--- src/ctrl_pkg.sv ---
package ctrl_pkg;

    // instruction field widths
    localparam int OP_W       = 2;
    localparam int FUNCT_W    = 6;
    localparam int COND_W     = 4;
    localparam int FLAGS_W    = 4;
    localparam int ALU_CTRL_W = 4;
    localparam int EXT_SEL_W  = 2;

    localparam int ZERO_FLAG_BIT = 0;  // z bit inside the alu flags
    localparam int SET_FLAGS_BIT = 0;  // funct bit that requests a flag update

    typedef enum logic [OP_W-1:0] {
        OP_DATA   = 2'b00,
        OP_MEM    = 2'b01,
        OP_BRANCH = 2'b10
    } op_e;

    typedef enum logic [ALU_CTRL_W-1:0] {
        ALU_AND = 4'b0000,
        ALU_SUB = 4'b0010,
        ALU_ADD = 4'b0100,
        ALU_CMP = 4'b0110,
        ALU_ORR = 4'b1100,
        ALU_MOV = 4'b1101
    } alu_ctrl_e;

    typedef enum logic [COND_W-1:0] {
        COND_EQ = 4'b0000,
        COND_NE = 4'b0001,
        COND_AL = 4'b1110
    } cond_e;

    typedef enum logic [EXT_SEL_W-1:0] {
        EXT_DATA   = 2'b00,
        EXT_MEM    = 2'b01,
        EXT_BRANCH = 2'b10
    } ext_sel_e;

    // data processing funct codes
    localparam logic [FUNCT_W-1:0] FUNCT_ADD     = 6'b010000;
    localparam logic [FUNCT_W-1:0] FUNCT_SUB     = 6'b000100;
    localparam logic [FUNCT_W-1:0] FUNCT_AND     = 6'b000000;
    localparam logic [FUNCT_W-1:0] FUNCT_ORR     = 6'b011000;
    localparam logic [FUNCT_W-1:0] FUNCT_MOV     = 6'b011010;
    localparam logic [FUNCT_W-1:0] FUNCT_MOV_IMM = 6'b111010;
    localparam logic [FUNCT_W-1:0] FUNCT_CMP     = 6'b010101;

    // memory funct codes
    localparam logic [FUNCT_W-1:0] FUNCT_STR = 6'b011000;
    localparam logic [FUNCT_W-1:0] FUNCT_LDR = 6'b011001;

    // branch funct codes, bl only looks at the top two bits
    localparam logic [FUNCT_W-1:0] FUNCT_B         = 6'b100000;
    localparam logic [FUNCT_W-1:0] FUNCT_BX        = 6'b010010;
    localparam logic [1:0]         FUNCT_BL_PREFIX = 2'b11;

    typedef struct packed {
        logic     ra1_sel;
        logic     ra2_sel;
        ext_sel_e ext_sel;
        logic     shift_in_sel;
        logic     shift_type_sel;
        logic     shift_amt_sel;
    } dp_sel_t;

    typedef struct packed {
        logic      pc_sel;
        logic      branch_sel;   // set for plain b only
        logic      reg_we;
        logic      r14_sel;
        logic      alu_src;
        logic      mem_to_reg;
        logic      mem_we;
        alu_ctrl_e alu_ctrl;
    } ctrl_word_t;

    typedef struct packed {
        logic      alu_src;
        alu_ctrl_e alu_ctrl;
    } exec_out_t;

    typedef struct packed {
        logic pc_sel;
        logic reg_we;
        logic r14_sel;
        logic mem_to_reg;
    } wb_out_t;

    typedef struct packed {
        logic reg_we_m;
        logic reg_we_w;
        logic mem_to_reg_e;
        logic branch_taken_e;
        logic pc_src_d;
        logic pc_src_e;
        logic pc_src_m;
        logic pc_src_w;
    } hazard_t;

endpackage

--- src/cond_unit.sv ---
`timescale 1ns/1ps

module cond_unit import ctrl_pkg::*; (
    input  logic               clk,
    input  logic               rst_n,
    input  cond_e              cond,
    input  logic [FLAGS_W-1:0] flags,
    input  logic               flag_we,
    output logic               cond_met_e
);

    logic zero_q;
    logic cond_met_d;

    // zero flag, written by data processing ops with the s bit
    always_ff @(posedge clk) begin
        if (!rst_n) begin
            zero_q <= 1'b0;
        end else if (flag_we) begin
            zero_q <= flags[ZERO_FLAG_BIT];
        end
    end

    always_comb begin
        case (cond)
            COND_EQ: cond_met_d = zero_q;
            COND_NE: cond_met_d = ~zero_q;
            COND_AL: cond_met_d = 1'b1;
            default: cond_met_d = 1'b1;   // unsupported codes run unconditionally
        endcase
    end

    always_ff @(posedge clk) begin
        if (!rst_n) begin
            cond_met_e <= 1'b0;
        end else begin
            cond_met_e <= cond_met_d;
        end
    end

endmodule

--- src/ctrl_pipeline.sv ---
`timescale 1ns/1ps

module ctrl_pipeline import ctrl_pkg::*; (
    input  logic       clk,
    input  logic       rst_n,
    input  logic       flush_e,
    input  ctrl_word_t ctrl_d,
    input  logic       cond_met_e,
    output exec_out_t  exec_out,
    output logic       mem_we,
    output wb_out_t    wb_out,
    output logic       branch_taken_e,
    output hazard_t    hazard
);

    ctrl_word_t ex_q;       // execute stage control word
    wb_out_t    mem_q;      // memory stage fields that continue to writeback
    logic       mem_we_q;
    wb_out_t    wb_q;

    // execute register
    always_ff @(posedge clk) begin
        if (!rst_n || flush_e) begin
            ex_q <= '0;
        end else begin
            ex_q <= ctrl_d;
        end
    end

    // memory register, a failed condition cancels the instruction here
    always_ff @(posedge clk) begin
        if (!rst_n) begin
            mem_q    <= '0;
            mem_we_q <= 1'b0;
        end else begin
            mem_q.reg_we     <= ex_q.reg_we && cond_met_e;
            mem_q.r14_sel    <= ex_q.r14_sel && cond_met_e;
            mem_q.mem_to_reg <= ex_q.mem_to_reg && cond_met_e;
            mem_we_q         <= ex_q.mem_we && cond_met_e;
            if (flush_e) begin
                mem_q.pc_sel <= 1'b0;            // only pc select sees the flush
            end else begin
                mem_q.pc_sel <= ex_q.pc_sel && cond_met_e;
            end
        end
    end

    // writeback register
    always_ff @(posedge clk) begin
        if (!rst_n) begin
            wb_q <= '0;
        end else begin
            wb_q <= mem_q;
        end
    end

    assign exec_out.alu_src  = ex_q.alu_src;
    assign exec_out.alu_ctrl = ex_q.alu_ctrl;

    assign branch_taken_e = ex_q.branch_sel && cond_met_e;
    assign mem_we         = mem_we_q;
    assign wb_out         = wb_q;

    // taps for the hazard unit
    assign hazard.reg_we_m       = mem_q.reg_we;
    assign hazard.reg_we_w       = wb_q.reg_we;
    assign hazard.mem_to_reg_e   = ex_q.mem_to_reg;   // load-use detection
    assign hazard.branch_taken_e = branch_taken_e;
    assign hazard.pc_src_d       = ctrl_d.pc_sel;
    assign hazard.pc_src_e       = ex_q.pc_sel;
    assign hazard.pc_src_m       = mem_q.pc_sel;
    assign hazard.pc_src_w       = wb_q.pc_sel;

endmodule

--- src/instr_decoder.sv ---
`timescale 1ns/1ps

module instr_decoder import ctrl_pkg::*; (
    input  op_e                op,
    input  logic [FUNCT_W-1:0] funct,
    output dp_sel_t            dp_sel,
    output ctrl_word_t         ctrl_d,
    output logic               flag_we
);

    // any data processing op with the s bit updates the zero flag
    assign flag_we = (op == OP_DATA) && funct[SET_FLAGS_BIT];

    always_comb begin
        // unknown encodings fall through as a no-op
        dp_sel          = '0;
        dp_sel.ext_sel  = EXT_DATA;
        ctrl_d          = '0;
        ctrl_d.alu_ctrl = ALU_ADD;

        case (op)
            OP_DATA: begin
                case (funct)
                    FUNCT_ADD: begin
                        ctrl_d.reg_we   = 1'b1;
                        ctrl_d.alu_ctrl = ALU_ADD;
                    end
                    FUNCT_SUB: begin
                        ctrl_d.reg_we   = 1'b1;
                        ctrl_d.alu_ctrl = ALU_SUB;
                    end
                    FUNCT_AND: begin
                        ctrl_d.reg_we   = 1'b1;
                        ctrl_d.alu_ctrl = ALU_AND;
                    end
                    FUNCT_ORR: begin
                        ctrl_d.reg_we   = 1'b1;
                        ctrl_d.alu_ctrl = ALU_ORR;
                    end
                    FUNCT_MOV: begin
                        ctrl_d.reg_we   = 1'b1;
                        ctrl_d.alu_ctrl = ALU_MOV;
                    end
                    FUNCT_MOV_IMM: begin
                        dp_sel.shift_in_sel   = 1'b1;  // rotated immediate into shifter
                        dp_sel.shift_type_sel = 1'b1;
                        dp_sel.shift_amt_sel  = 1'b1;
                        ctrl_d.reg_we         = 1'b1;
                        ctrl_d.alu_src        = 1'b1;
                        ctrl_d.alu_ctrl       = ALU_MOV;
                    end
                    FUNCT_CMP: begin
                        ctrl_d.alu_ctrl = ALU_CMP;     // flags only, no register write
                    end
                    default: ;
                endcase
            end

            OP_MEM: begin
                case (funct)
                    FUNCT_STR: begin
                        dp_sel.ra2_sel = 1'b1;         // read rd as store data
                        dp_sel.ext_sel = EXT_MEM;
                        ctrl_d.alu_src = 1'b1;
                        ctrl_d.mem_we  = 1'b1;
                    end
                    FUNCT_LDR: begin
                        dp_sel.ra2_sel    = 1'b1;
                        dp_sel.ext_sel    = EXT_MEM;
                        ctrl_d.alu_src    = 1'b1;
                        ctrl_d.reg_we     = 1'b1;
                        ctrl_d.mem_to_reg = 1'b1;
                    end
                    default: ;
                endcase
            end

            OP_BRANCH: begin
                case (funct)
                    FUNCT_B: begin
                        dp_sel.ra1_sel    = 1'b1;      // pc as base operand
                        dp_sel.ext_sel    = EXT_BRANCH;
                        ctrl_d.pc_sel     = 1'b1;
                        ctrl_d.branch_sel = 1'b1;
                        ctrl_d.alu_src    = 1'b1;
                    end
                    FUNCT_BX: begin
                        dp_sel.ext_sel  = EXT_BRANCH;
                        ctrl_d.pc_sel   = 1'b1;
                        ctrl_d.alu_ctrl = ALU_MOV;     // target comes from a register
                    end
                    default: begin
                        if (funct[FUNCT_W-1 -: 2] == FUNCT_BL_PREFIX) begin
                            dp_sel.ra1_sel = 1'b1;
                            dp_sel.ext_sel = EXT_BRANCH;
                            ctrl_d.pc_sel  = 1'b1;
                            ctrl_d.reg_we  = 1'b1;
                            ctrl_d.r14_sel = 1'b1;     // link address goes to r14
                            ctrl_d.alu_src = 1'b1;
                        end
                    end
                endcase
            end

            default: ;
        endcase
    end

endmodule

--- src/pipelined_controller.sv ---
`timescale 1ns/1ps

module pipelined_controller import ctrl_pkg::*; (
    input  logic               clk,
    input  logic               rst_n,
    // instruction fields and alu flags
    input  op_e                op,
    input  logic [FUNCT_W-1:0] funct,
    input  cond_e              cond,
    input  logic [FLAGS_W-1:0] flags,
    input  logic               flush_e,    // from hazard unit
    // datapath controls
    output dp_sel_t            dp_sel,
    output exec_out_t          exec_out,
    output logic               mem_we,
    output wb_out_t            wb_out,
    output logic               branch_taken_e,
    // hazard unit taps
    output hazard_t            hazard
);

    ctrl_word_t ctrl_d;
    logic       flag_we;
    logic       cond_met_e;

    instr_decoder instr_decoder_inst (
        .op      (op),
        .funct   (funct),
        .dp_sel  (dp_sel),
        .ctrl_d  (ctrl_d),
        .flag_we (flag_we)
    );

    cond_unit cond_unit_inst (
        .clk        (clk),
        .rst_n      (rst_n),
        .cond       (cond),
        .flags      (flags),
        .flag_we    (flag_we),
        .cond_met_e (cond_met_e)
    );

    ctrl_pipeline ctrl_pipeline_inst (
        .clk            (clk),
        .rst_n          (rst_n),
        .flush_e        (flush_e),
        .ctrl_d         (ctrl_d),
        .cond_met_e     (cond_met_e),
        .exec_out       (exec_out),
        .mem_we         (mem_we),
        .wb_out         (wb_out),
        .branch_taken_e (branch_taken_e),
        .hazard         (hazard)
    );

endmodule

--- config.mk ---
export PLATFORM = sky130hd
export DESIGN_NAME = pipelined_controller
export DESIGN_NICKNAME = d
export VERILOG_FILES = /design/src/ctrl_pkg.sv /design/src/cond_unit.sv /design/src/ctrl_pipeline.sv /design/src/instr_decoder.sv /design/src/pipelined_controller.sv
export SDC_FILE = /design/constraint.sdc
export NUM_CORES = 1
export LEC_CHECK = 0
export BUFFER_PORTS_ARGS = -buffer_cell sky130_fd_sc_hd__buf_2
export CORE_MARGIN = 2
export CORE_UTILIZATION = 25
export CTS_BUF_LIST = sky130_fd_sc_hd__clkbuf_16
export DETAILED_ROUTE_END_ITERATION = 8
export PLACE_DENSITY_LB_ADDON = 0.1
export SYNTH_ARGS = -nofsm -noshare
export SYNTH_HDL_FRONTEND = slang
export SYNTH_HIERARCHICAL = 1
export SYNTH_SLANG_ARGS = --single-unit
--- constraint.sdc ---
create_clock -name clk -period 2.7 [get_ports clk]
set_input_delay 0.27 -clock clk [delete_from_list [all_inputs] [get_ports clk]]
set_output_delay 0.27 -clock clk [all_outputs]
set_load 0.02 [all_outputs]
==> impl_metrics.yaml, run 1 <==
global_routing:
  grt_pass1_wl_mm: 3.57
  antenna_found_initial: 0
  grt_overflow: 0
  grt_pass1_vias: 770
  track_usage: 0.0896
  grt_start_max_net_pins: 23
die:
  floorplan.initialDensity: 0.264
  die_w_um: 69.6
  io_pins: 45
  fp-row-count: 23
  die_area_um2: 4850
  die_h_um: 69.6
  coreArea_um2: 4090
route:
  vias: 783
  drt_wl_total_mm: 2.13
  route.detailed.drc: 0
  drt_first_pass_iters: 4
  avgViaCountPerCell: 4.21
  wl_per_cell_um: 11.5
  ant_nets: 0
  drtIter0Drc: 24
placement:
  dp_hpwl_mm: 1.72
  place_area_um2: 1210
  gp_congestion: 0.839
  io_buffers: 41
  place_ws_ps: 905
critical_path:
  end_kind: "output port"
  startpoint_type: "primary input"
  critical_path_class: "primary input to output port"
  crit_fanout: 4
  cp.required_ps: 2430
  worstPathArrival_ps: 1520
timing:
  max_freq_mhz: 558
  rsz0062_at_grt: "no"
  min_period_over_period: 0.664
  setup_tns_ps: 0
  whs_ps: 248
  slew_headroom: 0.742
  min_period_ps: 1790
  drv_slew: 0
  fin_skew_ps: 4.41
  hold_viol: 0
  setup_viol: 0
  setup_slack_ps: 908
  worstMarginPinSlew_ps: 386
logic_synthesis:
  syn_avg_cell_area_um2: 9.88
  syn_area_um2: 1080
  ys_ff_latch: 22
  synth.top_cell.area_share: 0.409
  syn-instance-count: 109
  yosys-top-cells-area: "dfxtp_1 41%, buf_4 12%, and3b_1 8.9%"
  ys_seq_area_frac: 0.409
  synthesis.nets: 132
  yosys.area.top_type: "dfxtp_1"
  ys_types: 27
  synth_warnings: 6
cts:
  worstSkewPairLatency_ps: 250
  ctsResizeCount: 0
  hold_buffers: 0
  post_cts_buffers: 0
  numCtsBuffers: 3
  clkTransAtPathRegs_ps: 60
  cts_tree: "built"
  cts_buffer_depth: 2
  root_buffer: "clkbuf_16"
  ctsHtreeMaxLevel: 1
  clock-sinks: 22
cells_and_area:
  stdcell_area_um2: 1310
  final_common_cell: "buf_2"
  nNetsFinal: 160
  mostFrequentLayoutCells: "41 x buf_2, 22 x dfxtp_1, 11 x and3b_1"
  diodes: 0
  layout-drive-gt1-share: 0.382
  syn_to_final_growth_pct: 21.7
job:
  drv_cap: 0
status:
  status: "finished, final reports clean"
worst_hold_path:
  hold_path_class: "primary input to flop"
pwr:
  p_leak_nw: 0.752
  ir_drop_mv: 0.296
  power_density_nw_per_um2: 607
  power_w: 0.000795
[cell usage after synthesis]
library cell and number:
dfxtp_1 22, buf_4 17, and3b_1 11, and2_1 7
inv_1 7, nand2_1 5, a31oi_1 4, and3_1 4
ha_1 4, nand3_1 4, nor2b_1 4, nor2_1 3
and4b_1 2, and4b_2 2, a21boi_1 1, and2b_2 1
and3_2 1, buf_6 1, mux2i_1 1, nand3_2 1
nand4_1 1, nor3b_1 1, nor3b_4 1, o41a_1 1
or2b_2 1, xnor2_1 1, xor2_1 1
[registers in the layout, indices dropped and copies added, names as in the netlist]
signal                       flops
cond_unit_inst/cond_met_e        1
cond_unit_inst/zero_q            1
ctrl_pipeline_inst/ex_q          4
ctrl_pipeline_inst/exec_out      5
ctrl_pipeline_inst/hazard        6
ctrl_pipeline_inst/mem_q         2
ctrl_pipeline_inst/mem_we        1
ctrl_pipeline_inst/wb_out        2
[stage by stage]
step	instances	utilization
5_1_grt	186	0.321
4_1_cts	186	0.321
2_1_floorplan	109	-
3_3_place_gp	182	0.295
3_5_place_dp	182	0.295
6_report	186	0.321
[where the power goes]
part	switching [W]	internal, W
clock	0.000112	0.000294
combinational	0.0000335	0.0000255
sequential	0.00000194	0.000328
[per-layer routing]
layer,global-route usage,share of wire,up-vias
met4,0.0513,0.023,0
met1,0.119,0.49,345
met2,0.139,0.44,27
met3,0.0116,0.049,4
met5,0,0,-
li1,-,-,407
[final timing paths]
kind | from | to | slack, ps | depth (start not counted)
hold reg to reg | ctrl_pipeline_inst/mem_q[1] | ctrl_pipeline_inst/wb_out[1] | 430 | 1
hold / removal | cond[2] | cond_unit_inst/cond_met_e | 250 | 2
setup / recovery | op[0] | hazard[3] | 910 | 7
setup reg to reg | cond_unit_inst/zero_q | cond_unit_inst/cond_met_e | 1810 | 2
[cell type report]
type | count | area (um2)
flip-flops and latches | 22 | 440
clock inverters | 1 | 30.0
multi-input cells | 62 | 472
repair buffers | 41 | 205
clock buffers | 3 | 75.1
well taps | 50 | 62.6
inverters | 7 | 26.3
fillers | 462 | 2780
[logic make-up after synthesis]
kind of cell	share of synthesized area
fa+ha+maj	0.0465
xor+xnor	0.0163
buf+inv	0.153
flops	0.409
compound gates	0.0406
simple gates	0.325
mux	0.00929
[worst max-delay path, cell delays in order]
cell,delay [ps]
buf_2,100
inv_1,60
ha_1,220
and3_2,230
a31oi_1,320
nand2_1,130
buf_2,180
No activity file was read; power rests on OpenSTA's default activity.
==> run 2: changes to the inputs <==
==> constraint.sdc (replaced) <==
create_clock -name clk -period 1.6 [get_ports clk]
set_input_delay 0.16 -clock clk [delete_from_list [all_inputs] [get_ports clk]]
set_output_delay 0.16 -clock clk [all_outputs]
set_load 0.02 [all_outputs]
==> run 2 against run 1 <==
- sequential cell count did not move
- hold slack lost 120 ps
- non-clock buffer count is the same
- wire length is 0.19% lower
- total power rose by 69%
- first-iteration DRC count fell by 4.2%
==> impl_metrics.yaml, run 2 (synthesis results as in run 1) <==
timing:
  max_freq_mhz: 670
  worstMarginPinSlew_ps: 374
  setup_tns_ps: 0
  hold_viol: 0
  rsz0062_at_grt: "no"
  fin_skew_ps: 3.91
  min_period_ps: 1490
  drv_slew: 0
  setup_viol: 0
  slew_headroom: 0.750
  min_period_over_period: 0.933
cells_and_area:
  mostFrequentLayoutCells: "41 x buf_2, 22 x dfxtp_1, 11 x and3b_1"
  fill_cells: 445
  layout-drive-gt1-share: 0.397
  stdcell_count: 186
  nNetsFinal: 160
  syn_to_final_growth_pct: 22.5
  diodes: 0
  final_common_cell: "buf_2"
  largest_reg_flops: 6
  fin_util: 0.323
cts:
  clock-sinks: 22
  root_buffer: "clkbuf_16"
  worstSkewPairLatency_ps: 250
  ctsHtreeMaxLevel: 1
  numCtsBuffers: 3
  cts_buffer_depth: 2
  post_cts_buffers: 0
  clkTransAtPathRegs_ps: 60
  cts_tree: "built"
route:
  vias: 790
  wl_per_cell_um: 11.4
  drt_first_pass_iters: 4
  ant_nets: 0
  drtIter0Drc: 23
  drt_wl_total_mm: 2.13
  route.detailed.drc: 0
  avgViaCountPerCell: 4.25
global_routing:
  grt_pass1_vias: 790
  grt_overflow: 0
  grt_pass1_wl_mm: 3.61
  track_usage: 0.0926
  antenna_found_initial: 0
  grt_start_max_net_pins: 23
placement:
  dp_hpwl_mm: 1.73
  placed_cells: 182
  gp_congestion: 0.835
  io_buffers: 41
worst_hold_path:
  hold_path_class: "primary input to flop"
pwr:
  p_leak_nw: 0.753
  power_density_nw_per_um2: 1020
  ir_drop_mv: 0.324
critical_path:
  end_kind: "output port"
  cp.required_ps: 1440
  startpoint_type: "primary input"
  ff2ff_setup_slack_ps: 710
  critical_path_class: "primary input to output port"
  crit_fanout: 4
  worstPathArrival_ps: 1330
die:
  fp-row-count: 23
  io_pins: 45
  die_area_um2: 4850
  floorplan.initialDensity: 0.264
  die_h_um: 69.6
  coreArea_um2: 4090
  die_w_um: 69.6
status:
  status: "finished, final reports clean"
job:
  drv_cap: 0
[run 2: changes by cell type in the layout (fill, tap and decap cells not counted)]
cell and change:
a31oi_1 -1, a31oi_2 +1, nor2b_1 -1, nor2b_2 +1
[run 2: timing repair]
item | 4_1_cts | 5_1_grt
hold buffers | 0 | 0
setup endpoints to repair | 1 | 1
resized for setup | 1 | 1
[run 2: cell type report]
class | instances | area, um2 | share of cell area
Clock inverter | 1 | 30.0 | 0.0227
Timing Repair Buffer | 41 | 205 | 0.155
Clock buffer | 3 | 75.1 | 0.0569
Multi-Input combinational cell | 62 | 480 | 0.364
Tap cell | 50 | 62.6 | 0.0474
Inverter | 7 | 26.3 | 0.0199
Sequential cell | 22 | 440 | 0.334
[run 2: worst max-delay path: stages]
cell and delay (ps):
buf_2 100, inv_1 50, ha_1 220, and3_2 240, a31oi_2 260, nand2_1 120, buf_2 170
[run 2: worst paths after layout]
kind,startpoint,to,depth (start not counted)
hold / removal,cond[2],cond_unit_inst/cond_met_e,2
hold reg to reg,ctrl_pipeline_inst/mem_q[0],ctrl_pipeline_inst/wb_out[0],1
setup / recovery,op[0],hazard[3],7
setup reg to reg,cond_unit_inst/zero_q,cond_unit_inst/cond_met_e,2
[run 2: per-stage QoR]
stage / cell area (um2) / worst slack [ps] / total power (W) / hold slack, ps
2_1_floorplan: 1080 / 339 / 0.000630 / 288
3_3_place_gp: 1210 / 17.7 / 0.000668 / 387
3_5_place_dp: 1210 / -0.232 / 0.000669 / 394
4_1_cts: 1320 / 100 / 0.00137 / 124
5_1_grt: 1320 / 11.2 / 0.00140 / 132
6_report: 1320 / 107 / 0.00134 / 132
[run 2: layer usage]
| metal | up-vias | global-route usage | part of all wire |
|---|---|---|---|
| met4 | 0 | 0.0705 | 0.032 |
| met1 | 346 | 0.110 | 0.44 |
| met3 | 5 | 0.0262 | 0.074 |
| met2 | 33 | 0.140 | 0.45 |
| met5 | - | 0 | 0 |
| li1 | 406 | - | - |
[run 2: where the power goes]
group / internal (W) / switching, W / total [W] / leakage (nW)
clock: 0.000496 / 0.000192 / 0.000688 / 0.0511
combinational: 0.0000438 / 0.0000562 / 0.000100 / 0.524
sequential: 0.000554 / 0.00000323 / 0.000557 / 0.178
